`src/design/isa_pkg.sv`:
```
package isa_pkg;

    localparam int xlen = 32;

    typedef logic [4:0]      reg_addr_t;
    typedef logic [xlen-1:0] word_t;

    // Three-register format
    typedef struct packed {
        logic [16:0] opcode17;
        reg_addr_t   rk;
        reg_addr_t   rj;
        reg_addr_t   rd;
    } r3_t;

    // Two registers and a 12-bit immediate
    typedef struct packed {
        logic [9:0]  opcode10;
        logic [11:0] imm12;
        reg_addr_t   rj;
        reg_addr_t   rd;
    } ri12_t;

    // One register and a 20-bit immediate
    typedef struct packed {
        logic [6:0]  opcode7;
        logic [19:0] imm20;
        reg_addr_t   rd;
    } ri20_t;

    typedef union packed {
        r3_t   r3;
        ri12_t ri12;
        ri20_t ri20;
    } instr_u;

    // 3R opcodes, bits 31:15
    localparam logic [16:0] op_add_w = 17'h00020;
    localparam logic [16:0] op_sub_w = 17'h00022;
    localparam logic [16:0] op_slt   = 17'h00024;
    localparam logic [16:0] op_sltu  = 17'h00025;
    localparam logic [16:0] op_nor   = 17'h00028;
    localparam logic [16:0] op_and   = 17'h00029;
    localparam logic [16:0] op_or    = 17'h0002a;
    localparam logic [16:0] op_xor   = 17'h0002b;

    // 2RI12 opcodes, bits 31:22
    localparam logic [9:0] op_slti   = 10'h008;
    localparam logic [9:0] op_sltui  = 10'h009;
    localparam logic [9:0] op_addi_w = 10'h00a;
    localparam logic [9:0] op_andi   = 10'h00d;
    localparam logic [9:0] op_ori    = 10'h00e;
    localparam logic [9:0] op_xori   = 10'h00f;

    // 1RI20 opcode, bits 31:25
    localparam logic [6:0] op_lu12i_w = 7'h0a;

    typedef enum logic [2:0] {
        alu_add,
        alu_sub,
        alu_slt,
        alu_sltu,
        alu_and,
        alu_or,
        alu_xor,
        alu_nor
    } alu_op_e;

endpackage

```
`src/design/pipe_pkg.sv`:
```
package pipe_pkg;

    localparam int lanes    = 2;
    // Two source registers per lane
    localparam int rd_ports = 2 * lanes;

    // Operation leaving the issue register
    typedef struct packed {
        logic               valid;
        isa_pkg::word_t     pc;
        isa_pkg::alu_op_e   alu_op;
        isa_pkg::word_t     a;
        isa_pkg::word_t     b;
        isa_pkg::reg_addr_t rd;
        logic               we;
    } issue_t;

    // Finished value held in a lane result register
    typedef struct packed {
        logic               valid;
        isa_pkg::word_t     pc;
        isa_pkg::reg_addr_t rd;
        logic               we;
        isa_pkg::word_t     value;
    } result_t;

endpackage

```
`src/design/commit_stage.sv`:
```
`timescale 1ns/10ps

module commit_stage (
    input  logic                                     clk,
    input  logic                                     reset_i,
    input  pipe_pkg::result_t [pipe_pkg::lanes-1:0]  result_i,
    output logic [pipe_pkg::lanes-1:0]               rf_we_o,
    output isa_pkg::reg_addr_t [pipe_pkg::lanes-1:0] rf_waddr_o,
    output isa_pkg::word_t [pipe_pkg::lanes-1:0]     rf_wdata_o,
    output pipe_pkg::result_t [pipe_pkg::lanes-1:0]  fwd_o,
    output isa_pkg::word_t                           debug0_wb_pc_o,
    output logic [3:0]                               debug0_wb_rf_wen_o,
    output isa_pkg::reg_addr_t                       debug0_wb_rf_wnum_o,
    output isa_pkg::word_t                           debug0_wb_rf_wdata_o,
    output isa_pkg::word_t                           debug1_wb_pc_o,
    output logic [3:0]                               debug1_wb_rf_wen_o,
    output isa_pkg::reg_addr_t                       debug1_wb_rf_wnum_o,
    output isa_pkg::word_t                           debug1_wb_rf_wdata_o
);

    always_comb begin
        for (int l = 0; l < pipe_pkg::lanes; l++) begin
            rf_we_o[l]    = result_i[l].valid && result_i[l].we && result_i[l].rd != '0;
            rf_waddr_o[l] = result_i[l].rd;
            rf_wdata_o[l] = result_i[l].value;
        end
    end

    // Results not yet visible in the register file
    assign fwd_o = result_i;

    always_ff @(posedge clk) begin
        if (reset_i) begin
            debug0_wb_rf_wen_o <= 4'h0;
            debug1_wb_rf_wen_o <= 4'h0;
        end else begin
            debug0_wb_rf_wen_o <= {3'b000, rf_we_o[0]};
            debug1_wb_rf_wen_o <= {3'b000, rf_we_o[1]};
        end
    end

    always_ff @(posedge clk) begin
        debug0_wb_pc_o       <= result_i[0].pc;
        debug0_wb_rf_wnum_o  <= rf_waddr_o[0];
        debug0_wb_rf_wdata_o <= rf_wdata_o[0];
        debug1_wb_pc_o       <= result_i[1].pc;
        debug1_wb_rf_wnum_o  <= rf_waddr_o[1];
        debug1_wb_rf_wdata_o <= rf_wdata_o[1];
    end

endmodule

```
`config.mk`:
```
export PLATFORM = sky130hd
export DESIGN_NAME = commit_stage
export DESIGN_NICKNAME = d
export VERILOG_FILES = /design/src/design/isa_pkg.sv /design/src/design/pipe_pkg.sv /design/src/design/commit_stage.sv
export SDC_FILE = /design/constraint.sdc
export NUM_CORES = 1
export LEC_CHECK = 0
export ABC_CLOCK_PERIOD_IN_PS = 920
export BUFFER_PORTS_ARGS = -buffer_cell sky130_fd_sc_hd__buf_2
export CAP_MARGIN = 15
export CORE_AREA = 2 2 200 202
export CTS_CLUSTER_DIAMETER = 50
export CTS_CLUSTER_SIZE = 16
export DETAILED_ROUTE_END_ITERATION = 8
export DIE_AREA = 0 0 202 204
export PLACE_DENSITY_LB_ADDON = 0.12
export RECOVER_POWER = 25
export REMOVE_ABC_BUFFERS = 1
export SKIP_LAST_GASP = 1
export SLEW_MARGIN = 20
export SYNTH_ARGS = -nofsm -noshare
export SYNTH_HDL_FRONTEND = slang
export SYNTH_SLANG_ARGS = --single-unit
```
`constraint.sdc`:
```
create_clock -name clk -period 0.92 [get_ports clk]
set_clock_uncertainty 0.05 [all_clocks]
set_input_delay 0.046 -clock clk [delete_from_list [all_inputs] [get_ports clk]]
set_output_delay 0.046 -clock clk [all_outputs]
set_load 0.02 [all_outputs]
```
# Yosys cells after proc, flatten, opt, wreduce, memory -nomap -nowiden
# Cells that the tools add are included.
dict set report word_totals {
  wordCells 16
  input_bits 144
  register_bits 146
  out_inout_bits 364
}
dict set report classes {
  n_reduce_logical 6
}
# cell count
set ops {}
lappend ops {{$reduce_bool A5 Y1} 2}
lappend ops {{$logic_and A1 B1 Y1} 4}

# Longest topological paths before layout
dict set report logic_depth {
  ltp_word 2
  depth_mapped 2
  depth_no_buf 2
}

# Worst setup path after synthesis
# No wires, ideal clock.
dict set report synth_timing {
  path_kind {input-to-output}
  from {input result_i[35] (netlist name)}
  to {output rf_we_o[0] (netlist name)}
  path_slack_ps 303
  path_stages 2
  t_arrival_ps 521
  required_ps 824
  n_path_buf 0
  path_cell_list {nor4_2 a21oi_1}
}
dict set report synth_between {
  elab_chain_len 2
}
# element line
set synth_lines {}
lappend synth_lines {{start: declaration} commit_stage.sv:6} ;# input pipe_pkg::result_t [pipe_pkg::lanes-1:0] result_i,
lappend synth_lines {{$reduce_bool A5 Y1} commit_stage.sv:23} ;# rf_we_o[l] = result_i[l].valid && result_i[l].we && result_i[l].rd != '0;
lappend synth_lines {{$logic_and A1 B1 Y1} commit_stage.sv:23}
lappend synth_lines {{end: declaration} commit_stage.sv:7} ;# output logic [pipe_pkg::lanes-1:0] rf_we_o,
# Every way passes these cells.

# Final worst setup path
dict set report layout_timing {
  from {register debug0_wb_rf_wdata_o[11]}
  to {output debug0_wb_rf_wdata_o[11]}
}
# element line
set layout_rtl {}
lappend layout_rtl {{start: declaration} commit_stage.sv:14} ;# output isa_pkg::word_t debug0_wb_rf_wdata_o,
lappend layout_rtl {{start signal: assignment} commit_stage.sv:45} ;# debug0_wb_rf_wdata_o <= rf_wdata_o[0];
# No word-level cell between the ends.

==> results.json <==
{
  "status": "finished, violations left",
  "violations": "negative setup slack",
  "start_util_pct": 11.6,
  "mostFrequentLayoutCells": "buf_2 (306), dlygate4sd3_1 (145), dfxtp_2 (140), buf_6 (140), clkbuf_1 (56)",
  "fin_util_pct": 23.2,
  "instances_no_fill": 1359,
  "dr.pass1.iters": 4,
  "num_rows": 73,
  "routed_wl_um": 16000,
  "routedWlPerCell_um": 11.7,
  "num_vias": 3879,
  "place_congestion": 0.676,
  "cp-startpoint": "debug0_wb_rf_wdata_o[11]",
  "fp.dieW_um": 202,
  "vias_per_cell": 2.85,
  "hpwlAfterDp_um": 12300,
  "min_path_type": "primary input to register",
  "hold_depth": 2,
  "ir_drop_mv": 1.25,
  "ant_nets": 0,
  "synth-seq-area-share_pct": 61.8,
  "synth_seq_cells": 140,
  "dr.first_iter.drc_count": 50,
  "cts_buffers": 17,
  "cp_num_buf_inv": 1,
  "crit_type": "register to output pin",
  "drc": 0,
  "slew_violations": 0,
  "rsz0062_at_grt": "true",
  "layout-drive-gt1-share_pct": 74.2,
  "cp.arrival_ps": 890,
  "end_kind": "output pin",
  "core_area_um2": 39200,
  "synth_top_cell_by_area": "dfxtp_1",
  "die_area_um2": 41200,
  "dp_slack_ps": 64.0,
  "boundaryPins": 508,
  "crit_required_ps": 820,
  "io_buffers": 501,
  "synth_top_area_share_pct": 61.8,
  "critical_path.max_stage_delay_ps": 340,
  "numClockSinks": 140,
  "hold_path_end": "debug0_wb_pc_o[24]",
  "grtUsageTotal_pct": 7.57,
  "synth_area_um2": 4540,
  "grt_pass1_wl_um": 22100,
  "synth_cells": 373,
  "nNetsFinal": 965,
  "drv_cap": 0,
  "syn_avg_cell_area_um2": 12.2,
  "cp-start-kind": "register",
  "antenna_found_initial": 0,
  "cp_cell_sequence": "buf_6",
  "layout_commonest_cell": "buf_2",
  "clk_pin_slew_worst_paths_ps": 60,
  "ctsRootBufferMaster": "clkbuf_16",
  "power.leakage_nw": 4.24,
  "hold_path.startpoint": "result_i[62]",
  "finalSetupViolations": 140,
  "holdWs_ps": 196,
  "area_delta_synth_final_pct": 101,
  "critPathSlowestCell": "dfxtp_2",
  "seq_area_um2": 2980,
  "cp_max_fo": 1,
  "cts_tree": "done",
  "dieHeight_um": 204,
  "powerDensity_nw_per_um2": 1860,
  "multiInputGateArea_um2": 80.1,
  "path_delay_family": "flip-flops",
  "numPlacedInstances": 1182,
  "synthTopCellsByArea": "dfxtp_1 (62%), buf_4 (37%), nor4_2 (0.55%)",
  "worst_slack_ps": -64.8,
  "grt-ovfl-total": 0,
  "grt_max_degree": 17,
  "finalCritPeriodShare_pct": 107,
  "antenna_cells": 0,
  "max-clock-path-buffers": 2,
  "post-cts-setup-buffer-count": 0,
  "finalCriticalPeriod_ps": 985,
  "grt_pass1_vias": 3781,
  "cts_max_level": 4,
  "ys_warn_count": 0,
  "fillers": 4306,
  "max_freq_mhz": 1020,
  "ys_types": 8,
  "final_hold_viol_count": 0
}
worst max path at each step:
stage	cells past startpoint	slack (ps)	endpoint
after floorplan	2	300	rf_we_o[0]
after global placement	4	50	rf_we_o[1]
after detailed placement	4	60	rf_we_o[1]
after CTS	1	-120	debug0_wb_rf_wdata_o[11]
after global routing	1	-120	debug0_wb_rf_wdata_o[20]
final	1	-60	debug0_wb_rf_wdata_o[11]
cell families after synthesis:
logic type	Yosys count	synth area share (%)
AO/OA/AOI/OAI	4	0.551
buffers and inverters	224	36.9
flip-flops	140	61.8
other	1	0.0826
AND/OR/NAND/NOR	4	0.717
per-layer routing:
layer	up-vias	routed length, µm	global-route usage, %
met4	0	362	4.02
met1	1745	5020	6.38
met3	19	1780	3.84
met2	296	8800	14.4
li1	1819	-	-
met5	-	0	0
synthesized netlist by cell type:
| library cell | n |
|---|---|
| nor4_2 | 2 |
| dfxtp_1 | 140 |
| inv_1 | 2 |
| nand2_1 | 2 |
| a211oi_1 | 2 |
| buf_4 | 222 |
| conb_1 | 1 |
| a21oi_1 | 2 |
registers in the layout (all words and copies together) (netlist names):
signal                flops
debug0_wb_pc_o           32
debug0_wb_rf_wdata_o     32
debug0_wb_rf_wen_o        1
debug0_wb_rf_wnum_o       5
debug1_wb_pc_o           32
debug1_wb_rf_wdata_o     32
debug1_wb_rf_wen_o        1
debug1_wb_rf_wnum_o       5
area by class of cell:
type | count | area share [%]
timing repair buffer | 646 | 52.4
sequential | 140 | 32.7
tap | 525 | 7.22
clock buffer | 21 | 5.17
clock inverter | 11 | 1.55
multi-input combinational | 14 | 0.880
inverter | 2 | 0.0825
timing repair:
action / CTS / global route
gates cloned: 0 / 0
resized for setup: 419 / 1
endpoints found under the setup margin: 140 / 140
endpoints found under the hold margin: 140 / 0
hold buffers: 145 / 0
power breakdown:
| part | internal, W | switching [W] |
|---|---|---|
| logic | 0.00151 | 0.00174 |
| registers | 0.00646 | 0.000145 |
| clock network | 0.00445 | 0.00264 |
stage by stage:
stage | setup TNS [ps] | area [µm²] | power [W]
6_report | -6600 | 9100 | 0.0169
3_5_place_dp | 0 | 6050 | 0.00907
5_1_grt | -14620 | 9100 | 0.0178
4_1_cts | -14180 | 9170 | 0.0174
3_3_place_gp | 0 | 6050 | 0.00913
2_1_floorplan | 0 | 2890 | 0.00707
Power figures use the tool's default switching activity.
