## config.mk

```make
export PLATFORM = sky130hd
export DESIGN_NAME = issue_unit
export DESIGN_NICKNAME = d
export VERILOG_FILES = /design/src/design/isa_pkg.sv /design/src/design/pipe_pkg.sv /design/src/design/issue_unit.sv
export SDC_FILE = /design/constraint.sdc
export NUM_CORES = 1
export LEC_CHECK = 0
export BUFFER_PORTS_ARGS = -buffer_cell sky130_fd_sc_hd__buf_2
export CORE_AREA = 2 2 262 264
export DETAILED_ROUTE_END_ITERATION = 8
export DIE_AREA = 0 0 264 266
export REMOVE_ABC_BUFFERS = 1
export SYNTH_ARGS = -nofsm -noshare
export SYNTH_HDL_FRONTEND = slang
export SYNTH_SLANG_ARGS = --single-unit
```

## constraint.sdc

```tcl
create_clock -name clk -period 11.8 [get_ports clk]
set_clock_uncertainty 0.15 [all_clocks]
set_input_delay 0.59 -clock clk [delete_from_list [all_inputs] [get_ports clk]]
set_output_delay 0.59 -clock clk [all_outputs]
set_load 0.01 [all_outputs]
```

## src/design/isa_pkg.sv

```systemverilog
package isa_pkg;

    localparam int xlen = 32;

    typedef logic [4:0]      reg_addr_t;
    typedef logic [xlen-1:0] word_t;

    // Three-register format
    typedef struct packed {
        logic [16:0] opcode17;
        reg_addr_t   rk;
        reg_addr_t   rj;
        reg_addr_t   rd;
    } r3_t;

    // Two registers and a 12-bit immediate
    typedef struct packed {
        logic [9:0]  opcode10;
        logic [11:0] imm12;
        reg_addr_t   rj;
        reg_addr_t   rd;
    } ri12_t;

    // One register and a 20-bit immediate
    typedef struct packed {
        logic [6:0]  opcode7;
        logic [19:0] imm20;
        reg_addr_t   rd;
    } ri20_t;

    typedef union packed {
        r3_t   r3;
        ri12_t ri12;
        ri20_t ri20;
    } instr_u;

    // 3R opcodes, bits 31:15
    localparam logic [16:0] op_add_w = 17'h00020;
    localparam logic [16:0] op_sub_w = 17'h00022;
    localparam logic [16:0] op_slt   = 17'h00024;
    localparam logic [16:0] op_sltu  = 17'h00025;
    localparam logic [16:0] op_nor   = 17'h00028;
    localparam logic [16:0] op_and   = 17'h00029;
    localparam logic [16:0] op_or    = 17'h0002a;
    localparam logic [16:0] op_xor   = 17'h0002b;

    // 2RI12 opcodes, bits 31:22
    localparam logic [9:0] op_slti   = 10'h008;
    localparam logic [9:0] op_sltui  = 10'h009;
    localparam logic [9:0] op_addi_w = 10'h00a;
    localparam logic [9:0] op_andi   = 10'h00d;
    localparam logic [9:0] op_ori    = 10'h00e;
    localparam logic [9:0] op_xori   = 10'h00f;

    // 1RI20 opcode, bits 31:25
    localparam logic [6:0] op_lu12i_w = 7'h0a;

    typedef enum logic [2:0] {
        alu_add,
        alu_sub,
        alu_slt,
        alu_sltu,
        alu_and,
        alu_or,
        alu_xor,
        alu_nor
    } alu_op_e;

endpackage

```

## src/design/pipe_pkg.sv

```systemverilog
package pipe_pkg;

    localparam int lanes    = 2;
    // Two source registers per lane
    localparam int rd_ports = 2 * lanes;

    // Operation leaving the issue register
    typedef struct packed {
        logic               valid;
        isa_pkg::word_t     pc;
        isa_pkg::alu_op_e   alu_op;
        isa_pkg::word_t     a;
        isa_pkg::word_t     b;
        isa_pkg::reg_addr_t rd;
        logic               we;
    } issue_t;

    // Finished value held in a lane result register
    typedef struct packed {
        logic               valid;
        isa_pkg::word_t     pc;
        isa_pkg::reg_addr_t rd;
        logic               we;
        isa_pkg::word_t     value;
    } result_t;

endpackage

```

## src/design/issue_unit.sv

```systemverilog
`timescale 1ns/10ps

module issue_unit (
    input  logic                                        clk,
    input  logic                                        reset_i,
    input  logic [pipe_pkg::lanes-1:0]                  instr_valid_i,
    input  isa_pkg::instr_u [pipe_pkg::lanes-1:0]       instr_i,
    input  isa_pkg::word_t                              pc_i,
    output logic                                        stall_o,
    output isa_pkg::reg_addr_t [pipe_pkg::rd_ports-1:0] rf_raddr_o,
    input  isa_pkg::word_t [pipe_pkg::rd_ports-1:0]     rf_rdata_i,
    input  isa_pkg::word_t [pipe_pkg::lanes-1:0]        lane_fwd_value_i,
    output pipe_pkg::issue_t [pipe_pkg::lanes-1:0]      lane_issue_o,
    input  pipe_pkg::result_t [pipe_pkg::lanes-1:0]     commit_fwd_i
);

    typedef struct packed {
        isa_pkg::alu_op_e   alu_op;
        isa_pkg::reg_addr_t rj;
        isa_pkg::reg_addr_t rk;
        isa_pkg::reg_addr_t rd;
        logic               we;
        logic               use_imm;
        isa_pkg::word_t     imm;
    } dec_t;

    // Unused sources are forced to r0 so they never match a producer
    function automatic dec_t decode(isa_pkg::instr_u ins);
        dec_t d;
        logic known;
        d        = '0;
        known    = 1'b1;
        d.rj     = ins.r3.rj;
        d.rk     = ins.r3.rk;
        d.rd     = ins.r3.rd;
        case (ins.r3.opcode17)
            isa_pkg::op_add_w: d.alu_op = isa_pkg::alu_add;
            isa_pkg::op_sub_w: d.alu_op = isa_pkg::alu_sub;
            isa_pkg::op_slt:   d.alu_op = isa_pkg::alu_slt;
            isa_pkg::op_sltu:  d.alu_op = isa_pkg::alu_sltu;
            isa_pkg::op_and:   d.alu_op = isa_pkg::alu_and;
            isa_pkg::op_or:    d.alu_op = isa_pkg::alu_or;
            isa_pkg::op_xor:   d.alu_op = isa_pkg::alu_xor;
            isa_pkg::op_nor:   d.alu_op = isa_pkg::alu_nor;
            default: begin
                d.rk      = '0;
                d.use_imm = 1'b1;
                d.imm     = {{20{ins.ri12.imm12[11]}}, ins.ri12.imm12};
                case (ins.ri12.opcode10)
                    isa_pkg::op_addi_w: d.alu_op = isa_pkg::alu_add;
                    isa_pkg::op_slti:   d.alu_op = isa_pkg::alu_slt;
                    isa_pkg::op_sltui:  d.alu_op = isa_pkg::alu_sltu;
                    isa_pkg::op_andi: begin
                        d.alu_op = isa_pkg::alu_and;
                        d.imm    = {20'h0, ins.ri12.imm12};
                    end
                    isa_pkg::op_ori: begin
                        d.alu_op = isa_pkg::alu_or;
                        d.imm    = {20'h0, ins.ri12.imm12};
                    end
                    isa_pkg::op_xori: begin
                        d.alu_op = isa_pkg::alu_xor;
                        d.imm    = {20'h0, ins.ri12.imm12};
                    end
                    default: begin
                        // lu12i.w adds the shifted immediate to r0
                        d.rj   = '0;
                        d.imm  = {ins.ri20.imm20, 12'h000};
                        known  = (ins.ri20.opcode7 == isa_pkg::op_lu12i_w);
                    end
                endcase
            end
        endcase
        d.we = known && (d.rd != '0);
        return d;
    endfunction

    logic                                     held_q;
    isa_pkg::instr_u                          held_instr_q;
    isa_pkg::word_t                           held_pc_q;
    logic [pipe_pkg::lanes-1:0]               slot_valid;
    isa_pkg::instr_u [pipe_pkg::lanes-1:0]    slot_instr;
    isa_pkg::word_t [pipe_pkg::lanes-1:0]     slot_pc;
    dec_t [pipe_pkg::lanes-1:0]               dec;
    isa_pkg::word_t [pipe_pkg::rd_ports-1:0]  opnd;
    pipe_pkg::issue_t [pipe_pkg::lanes-1:0]   issue_d;
    logic                                     dep;

    assign stall_o = held_q;

    // While a word is held, the source pair is ignored and slot 0 stays empty
    assign slot_valid    = held_q ? 2'b10 : instr_valid_i;
    assign slot_instr[0] = instr_i[0];
    assign slot_instr[1] = held_q ? held_instr_q : instr_i[1];
    assign slot_pc[0]    = pc_i;
    assign slot_pc[1]    = held_q ? held_pc_q : pc_i + 32'd4;

    always_comb begin
        for (int s = 0; s < pipe_pkg::lanes; s++) begin
            dec[s]            = decode(slot_instr[s]);
            rf_raddr_o[2*s]   = dec[s].rj;
            rf_raddr_o[2*s+1] = dec[s].rk;
        end
    end

    // Later matches override earlier ones, so the youngest producer wins
    always_comb begin
        for (int p = 0; p < pipe_pkg::rd_ports; p++) begin
            opnd[p] = rf_rdata_i[p];
            for (int l = 0; l < pipe_pkg::lanes; l++) begin
                if (commit_fwd_i[l].valid && commit_fwd_i[l].we &&
                    commit_fwd_i[l].rd == rf_raddr_o[p]) begin
                    opnd[p] = commit_fwd_i[l].value;
                end
            end
            for (int l = 0; l < pipe_pkg::lanes; l++) begin
                if (lane_issue_o[l].valid && lane_issue_o[l].we &&
                    lane_issue_o[l].rd == rf_raddr_o[p]) begin
                    opnd[p] = lane_fwd_value_i[l];
                end
            end
            if (rf_raddr_o[p] == '0) begin
                opnd[p] = '0;
            end
        end
    end

    // Slot 1 reads what slot 0 writes in the same pair
    assign dep = slot_valid[0] && slot_valid[1] && dec[0].we &&
                 (dec[1].rj == dec[0].rd || dec[1].rk == dec[0].rd);

    always_comb begin
        for (int l = 0; l < pipe_pkg::lanes; l++) begin
            issue_d[l].valid  = slot_valid[l];
            issue_d[l].pc     = slot_pc[l];
            issue_d[l].alu_op = dec[l].alu_op;
            issue_d[l].a      = opnd[2*l];
            issue_d[l].b      = dec[l].use_imm ? dec[l].imm : opnd[2*l+1];
            issue_d[l].rd     = dec[l].rd;
            issue_d[l].we     = dec[l].we;
        end
        if (dep) begin
            issue_d[1].valid = 1'b0;
        end
    end

    always_ff @(posedge clk) begin
        if (reset_i) begin
            held_q       <= 1'b0;
            lane_issue_o <= '0;
        end else begin
            held_q       <= dep;
            lane_issue_o <= issue_d;
        end
    end

    always_ff @(posedge clk) begin
        if (dep) begin
            held_instr_q <= slot_instr[1];
            held_pc_q    <= slot_pc[1];
        end
    end

endmodule

```

# After elaboration in Yosys (flattened, before gate mapping)
# Index checks and enable logic that the tools add are counted.
# totals
ff_bits,277
latchBits,0
ramBits,0
romBits,0
word_cells,148
n_memories,0
# classes
add_sub_neg,1
n_mul,0
div,0
order_cmp,0
n_eq_ne,48
shift,0
muxes,39
bitwise_logic,0
reduce_logical,43
# ops
operator,count
2-to-1 mux 32 bit,22
"== test 17 x 6 -> 1 bit, second input constant",16
case mux 32 bit (2 select lines),2
"== test 10 x 4 -> 1 bit, second input constant",12
== test 5 bit,18
2-to-1 mux 33 bit,2
case mux 3 bit (8 select lines),2
"adder 32 x 3 -> 32 bit, second input constant",1
case mux 3 bit (5 select lines),2
logical AND 1 bit,25
logical NOT 5 bit,4
2-to-1 mux 10 bit,2
OR reduction 8 bit,2
"== test 7 x 4 -> 1 bit, second input constant",2
OR reduction 3 bit,4
OR reduction 6 bit,2
2-to-1 mux 5 bit,2
nonzero test 5 bit,2
OR reduction 2 bit,3
2-to-1 mux 1 bit,4
2-to-1 mux 2 bit,1
logical OR 1 bit,1

# Depth between registers and ports, before layout
# depth
word_depth,13
depth_mapped,16
mapped_depth_nobuf,11

# Least setup slack after synthesis
# No wires, ideal clock.
# synth_path
path_type,in2reg
from,input port instr_i[23] (netlist bit)
to,register held_instr_q[0] (netlist bit) (enable)
arrival_time_ns,5.333
path_slack_ns,5.807
stages,8
path_buffers,1
cell_sequence,clkbuf_1 -> nor2_1 -> nand4b_1 -> o31ai_1 -> a2bb2oi_1 -> a211oi_1 -> nand4b_1 -> a21oi_1
# synth_via
elab_chain_len,7
word_cells_on_any_way,21
# synth_rtl
item,line,rtl
from (decl),issue_unit.sv:7,"input isa_pkg::instr_u [pipe_pkg::lanes-1:0] instr_i,"
== test 10 x 4 -> 1 bit,issue_unit.sv:49,case (ins.ri12.opcode10)
OR reduction 6 bit (no source line),-,
2-to-1 mux 1 bit,issue_unit.sv:49,
2-to-1 mux 1 bit (*),issue_unit.sv:36,case (ins.r3.opcode17)
logical AND 1 bit (*),issue_unit.sv:74,d.we = known && (d.rd != '0);
logical AND 1 bit (*) (2 in a row),issue_unit.sv:129,assign dep = slot_valid[0] && slot_valid[1] && dec[0].we &&
named net dep,issue_unit.sv:87,logic dep;
to (signal assigned),issue_unit.sv:159,held_instr_q <= slot_instr[1];
to (decl),issue_unit.sv:79,isa_pkg::instr_u held_instr_q;
# The timed path passes the listed nets; every way through them passes the cells marked *.
# A chain may end at the register's enable or synchronous reset.

# Worst setup path in the final report
# layout_path
from,"register held_q, in the netlist stall_o"
to,register lane_issue_o[164] (netlist bit)
# layout_via
elab_chain_len,11
word_cells_on_any_way,33
# layout_rtl
item,line,rtl
from (decl),issue_unit.sv:78,logic held_q;
from (signal assigned),issue_unit.sv:152,held_q <= dep;
2-to-1 mux 32 bit (*),issue_unit.sv:94,assign slot_instr[1] = held_q ? held_instr_q : instr_i[1];
== test 10 x 4 -> 1 bit,issue_unit.sv:49,
OR reduction 6 bit (no source line),-,
2-to-1 mux 5 bit,issue_unit.sv:49,
2-to-1 mux 10 bit (*),issue_unit.sv:36,
== test 5 bit,issue_unit.sv:112,commit_fwd_i[l].rd == rf_raddr_o[p]) begin
logical AND 1 bit,issue_unit.sv:111,if (commit_fwd_i[l].valid && commit_fwd_i[l].we &&
2-to-1 mux 32 bit (2 in a row),issue_unit.sv:111,
2-to-1 mux 32 bit (2 in a row),issue_unit.sv:117,if (lane_issue_o[l].valid && lane_issue_o[l].we &&
to (signal assigned),issue_unit.sv:153,lane_issue_o <= issue_d;
to (decl),issue_unit.sv:13,"output pipe_pkg::issue_t [pipe_pkg::lanes-1:0] lane_issue_o,"
# Every way passes the cells marked *; elsewhere a longest branch is shown, timed or not.

==> run metrics <==
status=completed; post-synthesis async set-or-reset flop share=0%; Detail Placement HPWL=64500 um; DR top layer=met5; crit path time final=5.71 ns; Mean Syn Cell Area=8.39 um^2; Post-Synthesis Cells=2076; Post-CTS Repair Setup Buffers=0; port bufs=602; R2R depth=11; Synth cell types=88; Worst Setup End Kind=register; Worst R2R Start=stall_o; Worst IR Drop VDD=0.0773 mV; RSZ-0062 raised after global routing=no; Max Cap Viol=0; Required @ worst endpoint=12.04 ns; mux cell area share after synthesis=7.81%; Pwr Total=2.49 mW; Post-route DRC=0; Root Buffer=clkbuf_16; Synth Area in Simple Gates=19.0%; dominant synthesized flop cell=dfxtp_1; H-tree depth=2; GRT Resource Usage Total=24.0%; Final WS setup=6.09 ns; Worst-Margin Slew=1.23 ns; Final Hold Fails=0; Via Count=18900; initial antenna violation count=25; hold_buf cts=0; Final Max Tran Viols=0; Die Height=266 um; Site Rows=96; routed wl met3=8090 um; Starting Density=25.7%; CTS Buf Count=36; crit start category=register; Layout Cells excl Fill=3465; first-pass GRT wire length=124000 um; Initial DRT Pass Iterations=5; setup_tns=0 ns; clk slew on worst S/H paths=0.06 ns; Yosys warning total=0; Tightest Hold Check Type=input pin to register; TritonCTS clock tree=built; mapped cell area=0.0174 mm^2; I/O pins=667; vias per cell=5.45; CP Launch Point=stall_o; pin count of the biggest net entering global routing=100; post_cts resized=0; Fillers=7300; met2 wire length=41200 um; vias in the first global route=17600; DP Worst Slack=6.09 ns; final WL=88400 um; power density relative to cell area=112 mW/mm^2; CP Capture Point=lane_issue_o[164]; Core Footprint=0.0677 mm^2; placed cells=3386; area delta synth->final=27.6%; layout cell share with drive strength beyond 1=31.0%; clk_lat worst skew=0.55 ns; #FFs+latches synth=277; critical path type=register to register; R2R Setup Slk=6.09 ns; Post-DRT Antenna Nets=0; Seq/Total Area, Yosys=35.5%; number of flops mapped to enable cells by yosys=64; die area=0.0702 mm^2; arrival time worst endpoint=5.95 ns; Max FO, Critical Path=90; Compound-Gate Fraction of Synth Area=27.3%; period utilization=48.4%; initial detailed-routing violation count=1721; RR Endpoint=lane_issue_o[164]; clock tree sinks=277; gp weighted congestion=0.945; main combinational cell family by area after synthesis=compound AO/OA/AOI/OAI gates; Clock Tree Buf Depth=3; max_slew headroom=17.7%; top cell type by total area after synthesis=dfxtp_1; Fmax=0.175 GHz; DR WL/cell=25.5 um; final setup vio count=0; GRT overflow=0; Die X=264 um; post-synthesis xor/xnor area fraction=3.72%; M1 WL=35300 um; Area contributors post-synth=dfxtp_1 24%, edfxtp_1 11%, mux2i_1 6.0%, nand2_1 4.8%, o21ai_0 4.5%; Synth Area in Adders=0.0719%; top-area cell type share of the netlist area=24.5%; nets=2977; P_leak=9.47 nW
==> routing by layer <==
metal,vias to the layer above,global-route usage (%)
li1,8579,-
met1,9052,29.3
met2,1032,39.7
met3,203,6.67
met4,22,9.89
met5,-,0
==> where the power goes <==
| part | switching (mW) | internal [mW] |
|---|---|---|
| Combinational | 0.199 | 0.138 |
| Sequential | 0.0133 | 0.992 |
| Clock | 0.459 | 0.689 |
| Total | 0.671 | 1.82 |
==> cell usage in the layout (no fill, tap or decap), drive strengths merged, types with 41 or more instances in the layout <==
cell and n:
buf 638, nand2 223, dfxtp 213, nor2 174, o21ai 171, mux2i 113
a21oi 92, nor2b 79, a22oi 77, a211oi 72, edfxtp 64, a31oi 60
clkbuf 55, xnor2 50, and2 42, o211ai 41
==> Yosys cell counts (60+ instances only) <==
master	instances
a211oi_1	71
a21oi_1	91
a22oi_1	77
a31oi_1	60
clkbuf_1	134
dfxtp_1	213
edfxtp_1	64
mux2i_1	104
nand2_1	222
nor2_1	173
nor2b_1	79
o21ai_0	158
==> logic make-up (layout without fill, tap and decap cells) <==
| family | count (synthesis) | count (layout) |
|---|---|---|
| muxes | 128 | 128 |
| buffers and inverters | 245 | 739 |
| xor gates and xnor gates | 74 | 74 |
| and+or+nand+nor | 677 | 677 |
| adders and majority gates | 1 | 1 |
| DFF | 277 | 277 |
| other | 0 | 13 |
| AOI/OAI and AO/OA | 674 | 674 |
==> worst min path at each step <==
stage	from	to	slack [ns]	cells past startpoint
3_3_place_gp	held_instr_q[4]	lane_issue_o[111]	0.38	2
6_report	pc_i[1]	lane_issue_o[74]	0.12	2
2_1_floorplan	held_instr_q[4]	lane_issue_o[111]	0.35	2
3_5_place_dp	held_instr_q[4]	lane_issue_o[111]	0.40	2
4_1_cts	pc_i[1]	lane_issue_o[74]	0.08	2
5_1_grt	pc_i[1]	lane_issue_o[74]	0.11	2
==> flip-flops by register name, indices dropped and copies added, names as in the netlist <==
name and flops:
lane_issue_o 212, held_instr_q 32, held_pc_q 32, stall_o 1
==> per-stage QoR <==
stage | hold WS [ns] | instance area (um^2) | util, %
2_1_floorplan | 0.346 | 16400 | -
3_3_place_gp | 0.383 | 20900 | 30.9
3_5_place_dp | 0.398 | 20900 | 30.9
4_1_cts | 0.0820 | 22200 | 32.7
5_1_grt | 0.108 | 22200 | 32.8
6_report | 0.122 | 22200 | 32.8
==> critical path, stage by stage (launching register included) <==
cell	delay, ns
dfxtp_4	0.52
buf_4	0.80
nor3b_2	0.33
o22ai_1	0.19
nor4_4	0.57
or2_1	0.54
o2111ai_1	0.28
a2bb2oi_4	0.17
buf_4	0.56
or3_2	0.70
buf_4	0.48
o32ai_2	0.16
==> final cells by class <==
class	count	area (um^2)	area share, %
Antenna cell	13	32.5	0.146
Multi-Input combinational cell	1554	10200	45.9
Inverter	35	134	0.603
Clock inverter	11	125	0.563
Clock buffer	55	1130	5.08
Timing Repair Buffer	638	3300	14.8
Sequential cell	277	6190	27.9
Tap cell	882	1100	4.97
Note: power is estimated with default switching activity, not from simulation.
